--- config.mk ---
export PLATFORM = sky130hd
export DESIGN_NAME = core_memsys
export DESIGN_NICKNAME = d
export VERILOG_FILES = /design/src/logic/core_pkg.sv /design/src/logic/core_memsys.sv /design/src/logic/core_bus_arbiter.sv /design/src/logic/core_data_port.sv /design/src/logic/core_fetch.sv /design/src/logic/core_queue.sv
export VERILOG_INCLUDE_DIRS = /design/src /design/src/logic
export SDC_FILE = /design/constraint.sdc
export NUM_CORES = 1
export LEC_CHECK = 0
export BUFFER_PORTS_ARGS = -buffer_cell sky130_fd_sc_hd__buf_2
export CORE_ASPECT_RATIO = 1.75
export CORE_MARGIN = 2
export CORE_UTILIZATION = 52
export DETAILED_ROUTE_END_ITERATION = 10
export GPL_ROUTABILITY_DRIVEN = 0
export PLACE_DENSITY = 0.73
export SLEW_MARGIN = 20
export SYNTH_ARGS = -nofsm -noshare
export SYNTH_HDL_FRONTEND = slang
export SYNTH_HIERARCHICAL = 1
export SYNTH_SLANG_ARGS = --single-unit
--- constraint.sdc ---
create_clock -name clk -period 9.03 [get_ports clk]
set_clock_uncertainty 0.2 [all_clocks]
set_input_delay 2.2575 -clock clk [delete_from_list [all_inputs] [get_ports clk]]
set_output_delay 2.2575 -clock clk [all_outputs]
set_load 0.05 [all_outputs]
--- src/logic/core_defines.svh ---
`ifndef CORE_DEFINES_SVH
`define CORE_DEFINES_SVH

// Data and address width of the core.
`define CORE_WORD_W 32

// Prefetch queue holds 2**CORE_PREFETCH_ORDER words.
`define CORE_PREFETCH_ORDER 2

// Data requests that can wait ahead of the bus.
`define CORE_DATA_QUEUE_DEPTH 2

`endif
--- src/logic/core_pkg.sv ---
`default_nettype none

`include "core_defines.svh"

package core_pkg;

	typedef logic [`CORE_WORD_W-1:0] word;
	typedef logic [`CORE_WORD_W-3:0] ptr; // Word address.

	// What goes out on the shared bus.
	typedef struct packed {
		ptr         addr;
		logic       write;
		logic       ex_lock;
		word        data_wr;
		logic [3:0] be;
	} bus_req_t;

	// Issued by the data client.
	typedef struct packed {
		ptr         addr;
		logic       write;
		logic       ex_lock;
		word        data_wr;
		logic [3:0] be;
	} data_req_t;

	typedef struct packed {
		word  data_rd;
		logic ex_fail;
	} data_rsp_t;

	typedef struct packed {
		word insn;
		ptr  pc;
	} fetch_entry_t;

endpackage

`default_nettype wire

--- src/logic/core_memsys.sv ---
`timescale 1ns/1ps
`default_nettype none

`include "core_defines.svh"

module core_memsys (
	input  logic                   clk,
	input  logic                   reset,

	input  logic                   flush,
	input  core_pkg::ptr           branch_target,
	output logic                   insn_valid,
	output core_pkg::fetch_entry_t insn_entry,
	input  logic                   insn_take,

	input  logic                   data_req_valid,
	input  core_pkg::data_req_t    data_req,
	output logic                   data_req_ready,
	output logic                   data_rsp_valid,
	output core_pkg::data_rsp_t    data_rsp,

	output logic                   bus_start,
	output core_pkg::bus_req_t     bus_req,
	input  logic                   bus_ready,
	input  logic                   bus_ex_fail,
	input  core_pkg::word          bus_data_rd
);

	import core_pkg::*;

	ptr fetch_addr;
	word rsp_data_rd;
	bus_req_t data_bus_req;
	logic fetch_valid, fetch_grant, fetch_done;
	logic data_valid, data_grant, data_done, rsp_ex_fail;

	core_fetch #(.PREFETCH_ORDER(`CORE_PREFETCH_ORDER)) fetch
	(
		.fetch_data(rsp_data_rd),
		.*
	);

	core_data_port data
	(
		.mem_valid(data_valid),
		.mem_req(data_bus_req),
		.mem_grant(data_grant),
		.mem_done(data_done),
		.mem_data_rd(rsp_data_rd),
		.mem_ex_fail(rsp_ex_fail),
		.*
	);

	core_bus_arbiter arbiter
	(
		.*
	);

endmodule

`default_nettype wire

--- src/logic/core_bus_arbiter.sv ---
`timescale 1ns/1ps
`default_nettype none

module core_bus_arbiter (
	input  logic               clk,
	input  logic               reset,

	input  logic               data_valid,
	input  core_pkg::bus_req_t data_bus_req,
	output logic               data_grant,
	output logic               data_done,

	input  logic               fetch_valid,
	input  core_pkg::ptr       fetch_addr,
	output logic               fetch_grant,
	output logic               fetch_done,

	// Completion shared by both requesters.
	output core_pkg::word      rsp_data_rd,
	output logic               rsp_ex_fail,

	output logic               bus_start,
	output core_pkg::bus_req_t bus_req,
	input  logic               bus_ready,
	input  logic               bus_ex_fail,
	input  core_pkg::word      bus_data_rd
);

	import core_pkg::*;

	typedef enum logic {
		IDLE,
		BUSY
	} state_t;

	state_t state;
	logic owner_data; // Data port holds the bus.
	bus_req_t fetch_bus_req;

	assign fetch_bus_req = '{
		addr:    fetch_addr,
		write:   1'b0,
		ex_lock: 1'b0,
		data_wr: '0,
		be:      4'hf
	};

	assign data_grant = bus_start && owner_data;
	assign fetch_grant = bus_start && !owner_data;

	assign data_done = state == BUSY && bus_ready && owner_data;
	assign fetch_done = state == BUSY && bus_ready && !owner_data;

	assign rsp_data_rd = bus_data_rd;
	assign rsp_ex_fail = bus_ex_fail;

	always_ff @(posedge clk) begin
		bus_start <= 1'b0;

		if (reset) begin
			state <= IDLE;
			owner_data <= 1'b0;
		end else begin
			case (state)
				IDLE: if (data_valid || fetch_valid) begin
					state <= BUSY;
					owner_data <= data_valid; // Data wins ties.
					bus_start <= 1'b1;
				end
				BUSY: if (bus_ready)
					state <= IDLE;
			endcase
		end
	end

	// Held until the next pick, so stable for the whole transaction.
	always_ff @(posedge clk) begin
		if (state == IDLE)
			bus_req <= data_valid ? data_bus_req : fetch_bus_req;
	end

endmodule

`default_nettype wire

--- src/logic/core_data_port.sv ---
`timescale 1ns/1ps
`default_nettype none

`include "core_defines.svh"

module core_data_port (
	input  logic                clk,
	input  logic                reset,

	input  logic                data_req_valid,
	input  core_pkg::data_req_t data_req,
	output logic                data_req_ready,
	output logic                data_rsp_valid,
	output core_pkg::data_rsp_t data_rsp,

	output logic                mem_valid,
	output core_pkg::bus_req_t  mem_req,
	input  logic                mem_grant,
	input  logic                mem_done,
	input  core_pkg::word       mem_data_rd,
	input  logic                mem_ex_fail
);

	import core_pkg::*;

	localparam int DEPTH = `CORE_DATA_QUEUE_DEPTH;

	data_req_t head;
	logic empty, full, push;
	logic cur_ex_store; // Open transaction is an exclusive store.

	assign data_req_ready = !full;
	assign push = data_req_valid && data_req_ready;
	assign mem_valid = !empty;

	assign mem_req = '{
		addr:    head.addr,
		write:   head.write,
		ex_lock: head.ex_lock,
		data_wr: head.data_wr,
		be:      head.be
	};

	core_queue #(
		.entry_t(data_req_t),
		.DEPTH(DEPTH)
	) queue (
		.clk(clk),
		.reset(reset),
		.flush(1'b0),
		.push(push),
		.push_data(data_req),
		.pop(mem_grant), // Request leaves once the bus has it.
		.pop_data(head),
		.empty(empty),
		.full(full),
		.free()
	);

	always_ff @(posedge clk) begin
		if (reset)
			data_rsp_valid <= 1'b0;
		else
			data_rsp_valid <= mem_done;
	end

	always_ff @(posedge clk) begin
		if (mem_grant)
			cur_ex_store <= head.write && head.ex_lock;

		if (mem_done) begin
			data_rsp.data_rd <= mem_data_rd;
			data_rsp.ex_fail <= mem_ex_fail && cur_ex_store;
		end
	end

endmodule

`default_nettype wire

--- src/logic/core_fetch.sv ---
`timescale 1ns/1ps
`default_nettype none

`include "core_defines.svh"

module core_fetch #(
	parameter int PREFETCH_ORDER = `CORE_PREFETCH_ORDER
) (
	input  logic                  clk,
	input  logic                  reset,

	input  logic                  flush,
	input  core_pkg::ptr          branch_target,

	output logic                  insn_valid,
	output core_pkg::fetch_entry_t insn_entry,
	input  logic                  insn_take,

	output logic                  fetch_valid,
	output core_pkg::ptr          fetch_addr,
	input  logic                  fetch_grant,
	input  logic                  fetch_done,
	input  core_pkg::word         fetch_data
);

	import core_pkg::*;

	localparam int DEPTH = 1 << PREFETCH_ORDER;
	localparam int CNT_W = PREFETCH_ORDER + 1;

	ptr next_addr;   // Next word to request.
	ptr rsp_pc;      // Pc of the next live response.
	logic [CNT_W-1:0] inflight, discard, live, free;
	logic empty, push;
	fetch_entry_t push_entry;

	assign live = inflight - discard;
	assign fetch_addr = next_addr;

	// Every live fetch must find a free slot when it returns.
	assign fetch_valid = !flush && free > live;

	assign push = fetch_done && discard == '0 && !flush;
	assign push_entry = '{insn: fetch_data, pc: rsp_pc};

	assign insn_valid = !empty;

	core_queue #(
		.entry_t(fetch_entry_t),
		.DEPTH(DEPTH)
	) queue (
		.clk(clk),
		.reset(reset),
		.flush(flush),
		.push(push),
		.push_data(push_entry),
		.pop(insn_take),
		.pop_data(insn_entry),
		.empty(empty),
		.full(),
		.free(free)
	);

	always_ff @(posedge clk) begin
		if (reset) begin
			next_addr <= '0;
			rsp_pc <= '0;
			inflight <= '0;
			discard <= '0;
		end else begin
			inflight <= inflight + CNT_W'(fetch_grant) - CNT_W'(fetch_done);

			if (flush) begin
				next_addr <= branch_target;
				rsp_pc <= branch_target;
				// Whatever is still on the bus belongs to the old path.
				discard <= inflight + CNT_W'(fetch_grant) - CNT_W'(fetch_done);
			end else begin
				if (fetch_grant)
					next_addr <= next_addr + 1'b1;

				if (fetch_done && discard != '0)
					discard <= discard - 1'b1; // Stale word dropped.
				else if (fetch_done)
					rsp_pc <= rsp_pc + 1'b1;
			end
		end
	end

endmodule

`default_nettype wire

--- src/logic/core_queue.sv ---
`timescale 1ns/1ps
`default_nettype none

module core_queue #(
	parameter type entry_t = logic,
	parameter int  DEPTH = 4
) (
	input  logic                         clk,
	input  logic                         reset,
	input  logic                         flush,
	input  logic                         push,
	input  entry_t                       push_data,
	input  logic                         pop,
	output entry_t                       pop_data,
	output logic                         empty,
	output logic                         full,
	output logic [$clog2(DEPTH+1)-1:0]   free
);

	localparam int PTR_W = DEPTH > 1 ? $clog2(DEPTH) : 1;
	localparam int CNT_W = $clog2(DEPTH + 1);

	entry_t slots [DEPTH];
	logic [PTR_W-1:0] rd_ptr, wr_ptr;
	logic [CNT_W-1:0] count;
	logic do_push, do_pop;

	function automatic logic [PTR_W-1:0] next_ptr(input logic [PTR_W-1:0] p);
		return p == PTR_W'(DEPTH - 1) ? '0 : p + 1'b1;
	endfunction

	assign empty = count == '0;
	assign full = count == CNT_W'(DEPTH);
	assign free = CNT_W'(DEPTH) - count;
	assign pop_data = slots[rd_ptr]; // Head is always visible.

	assign do_pop = pop && !empty;
	assign do_push = push && (!full || do_pop); // Full queue may swap head for tail.

	always_ff @(posedge clk) begin
		if (reset || flush) begin
			rd_ptr <= '0;
			wr_ptr <= '0;
			count <= '0;
		end else begin
			if (do_push)
				wr_ptr <= next_ptr(wr_ptr);
			if (do_pop)
				rd_ptr <= next_ptr(rd_ptr);
			count <= count + CNT_W'(do_push) - CNT_W'(do_pop);
		end
	end

	always_ff @(posedge clk) begin
		if (do_push && !flush)
			slots[wr_ptr] <= push_data;
	end

endmodule

`default_nettype wire

==> results.cfg <==
[clock_tree]
cts_max_path_buffers = 3
cts_buffers = 48
cts_setup_buffers = 0
cts_hold_buf = 0
htreeDepth = 2
path_clk_slew_ns = 0.07
clkLatencyLatePin_ns = 0.57
cts_resized = 0
tritoncts = done
cts.sinks = 570
cts-root-buf = clkbuf_16

[layout]
area_delta_synth_final_pct = 14.3
fin_area_sq_mm = 0.0264
nNetsFinal = 1780
drive_above_1_share = 0.344

[setup_path]
crit_end = insn_entry[18]
crit_type = reg -> out
rrSetupSlack_ns = 5.71
crit_path_end_kind = primary output
worstRegToRegCells = 13
r2r-end = fetch/queue/count[2]
crit_path_start_kind = register
crit_required_ns = 6.57
worstPathMaxFanout = 35
arrival_ns = 2.91
timing.rr.start = arbiter/state

[drt]
drt_pass1_iterations = 7
ant_nets = 0
num_vias = 12600
drc_errors = 0
drt_wl_total_microns = 47800
viasPerCell = 5.65
drtIter0Drc = 794
post_drt_wl_per_cell_microns = 21.4

[sta]
timing.final.crit_period_ns = 5.37
slew_headroom = 0.339
tns_ns = 0
hold_violations = 0
layout_setup_ws_ns = 3.66
slew_viol_final = 0
max_freq_mhz = 186
tightest_slew_ns = 0.991
rsz0062_at_grt = false
setup_viol = 0
hold_ws_ns = 0.309
finalCritPeriodShare = 0.594

[grt]
grt_pass1_wl_microns = 72600
grt_remaining_overflow = 0
first_global_vias = 13000
grt_use_total = 0.206
antenna_found_initial = 12
grt_max_degree = 71

[floorplan]
start_util = 0.525
boundaryPins = 304
die_width_microns = 163
core_area_sq_mm = 0.0440
die_y_microns = 283
design.die.area_sq_mm = 0.0462
rows = 102

[status]
outcome = finished clean

[power]
ir_drop_uv = 281
powerDensity_mw_per_mm2 = 238
power_leakage_nw = 9.25

[placement]
dp_slack_ns = 3.84
placed_area_sq_mm = 0.0248
port_buffers = 303
hpwlAfterDp_microns = 31400

[logic_synthesis]
syn_inst = 1341
syn_avg_cell_area_sq_um = 17.2
mappedNetlistArea_sq_mm = 0.0231
ys_warn_count = 6

[worst_hold_path]
hp-class = reg -> reg

[flow_run]
maxCapViolCount = 0
==> power by group <==
| part | internal [W] | switching [W] |
|---|---|---|
| Combinational | 0.000268 | 0.000784 |
| Sequential | 0.00308 | 0.000104 |
| Clock | 0.00115 | 0.000904 |
| Total | 0.00450 | 0.00179 |
==> state kept, by name (all words and copies together) (netlist names), 2 cells and up, named ones only <==
| register | flops |
|---|---|
| fetch/rsp_pc | 30 |
| fetch/fetch_addr | 30 |
| data/queue/slots | 136 |
| fetch/queue/wr_ptr | 2 |
| fetch/queue/count | 3 |
| data/data_rsp | 33 |
| fetch/queue/slots | 248 |
| arbiter/bus_req | 68 |
| fetch/inflight | 3 |
| fetch/discard | 3 |
| data/queue/count | 2 |
| fetch/queue/rd_ptr | 2 |
==> area by class of cell <==
| class | instances | area (sq um) |
|---|---|---|
| fillers | 3263 | 17600 |
| flip-flops and latches | 570 | 16300 |
| well taps | 572 | 716 |
| clock buffers | 64 | 1320 |
| clock inverters | 25 | 243 |
| inverters | 37 | 140 |
| multi-input cells | 641 | 6050 |
| diodes | 3 | 7.51 |
| repair buffers | 319 | 1660 |
==> critical path, cell delays in order (launching register included) <==
cell and delay, ns:
dfxtp_4 0.82, buf_4 0.60, mux4_2 0.60, buf_2 0.24
==> worst min path at each step <==
| stage | start | end | slack, ns | cells past startpoint |
|---|---|---|---|---|
| after floorplan | data/queue/wr_ptr | data/queue/wr_ptr | 0.26 | 2 |
| after global placement | data/queue/wr_ptr | data/queue/wr_ptr | 0.28 | 2 |
| after detailed placement | data/queue/wr_ptr | data/queue/wr_ptr | 0.31 | 2 |
| after CTS | fetch/queue/wr_ptr[1] | fetch/queue/wr_ptr[1] | 0.32 | 2 |
| after global routing | data/queue/wr_ptr | data/queue/wr_ptr | 0.33 | 2 |
| final | fetch/queue/wr_ptr[1] | fetch/queue/wr_ptr[1] | 0.31 | 2 |
==> placed cells by master, fill, tap and decap left out, types with 9 or more instances in the layout <==
cell type	instances
o21a_1	25
clkbuf_1	12
xor2_1	12
nand2_1	42
mux4_2	60
buf_2	303
nand3_1	23
ha_1	23
and3_1	9
a21boi_0	15
nor2b_1	11
mux2_4	50
clkinv_1	9
dfxtp_1	81
a311oi_1	9
nor3_1	25
inv_1	32
edfxtp_1	486
and2_1	45
buf_4	15
nand4_1	25
and4_1	9
a21oi_1	9
a211oi_1	12
xnor2_1	17
o31a_1	20
mux2_2	48
nor2_1	27
o21ai_0	12
nor4_1	19
clkbuf_16	50
==> through the flow <==
stage / utilization / total power [W] / std cells
after floorplan: - / 0.00402 / 1347
after global placement: 0.564 / 0.00428 / 2138
after detailed placement: 0.564 / 0.00430 / 2138
after CTS: 0.599 / 0.00636 / 2227
after global routing: 0.600 / 0.00652 / 2229
final: 0.600 / 0.00629 / 2231
==> per-layer routing <==
metal,up-vias,part of all wire,GRT usage
met5,-,0.0017,0
met4,16,0.031,0.0685
met3,124,0.077,0.0528
met2,482,0.53,0.382
met1,6217,0.36,0.229
li1,5769,-,-
Power figures use the tool's default switching activity.
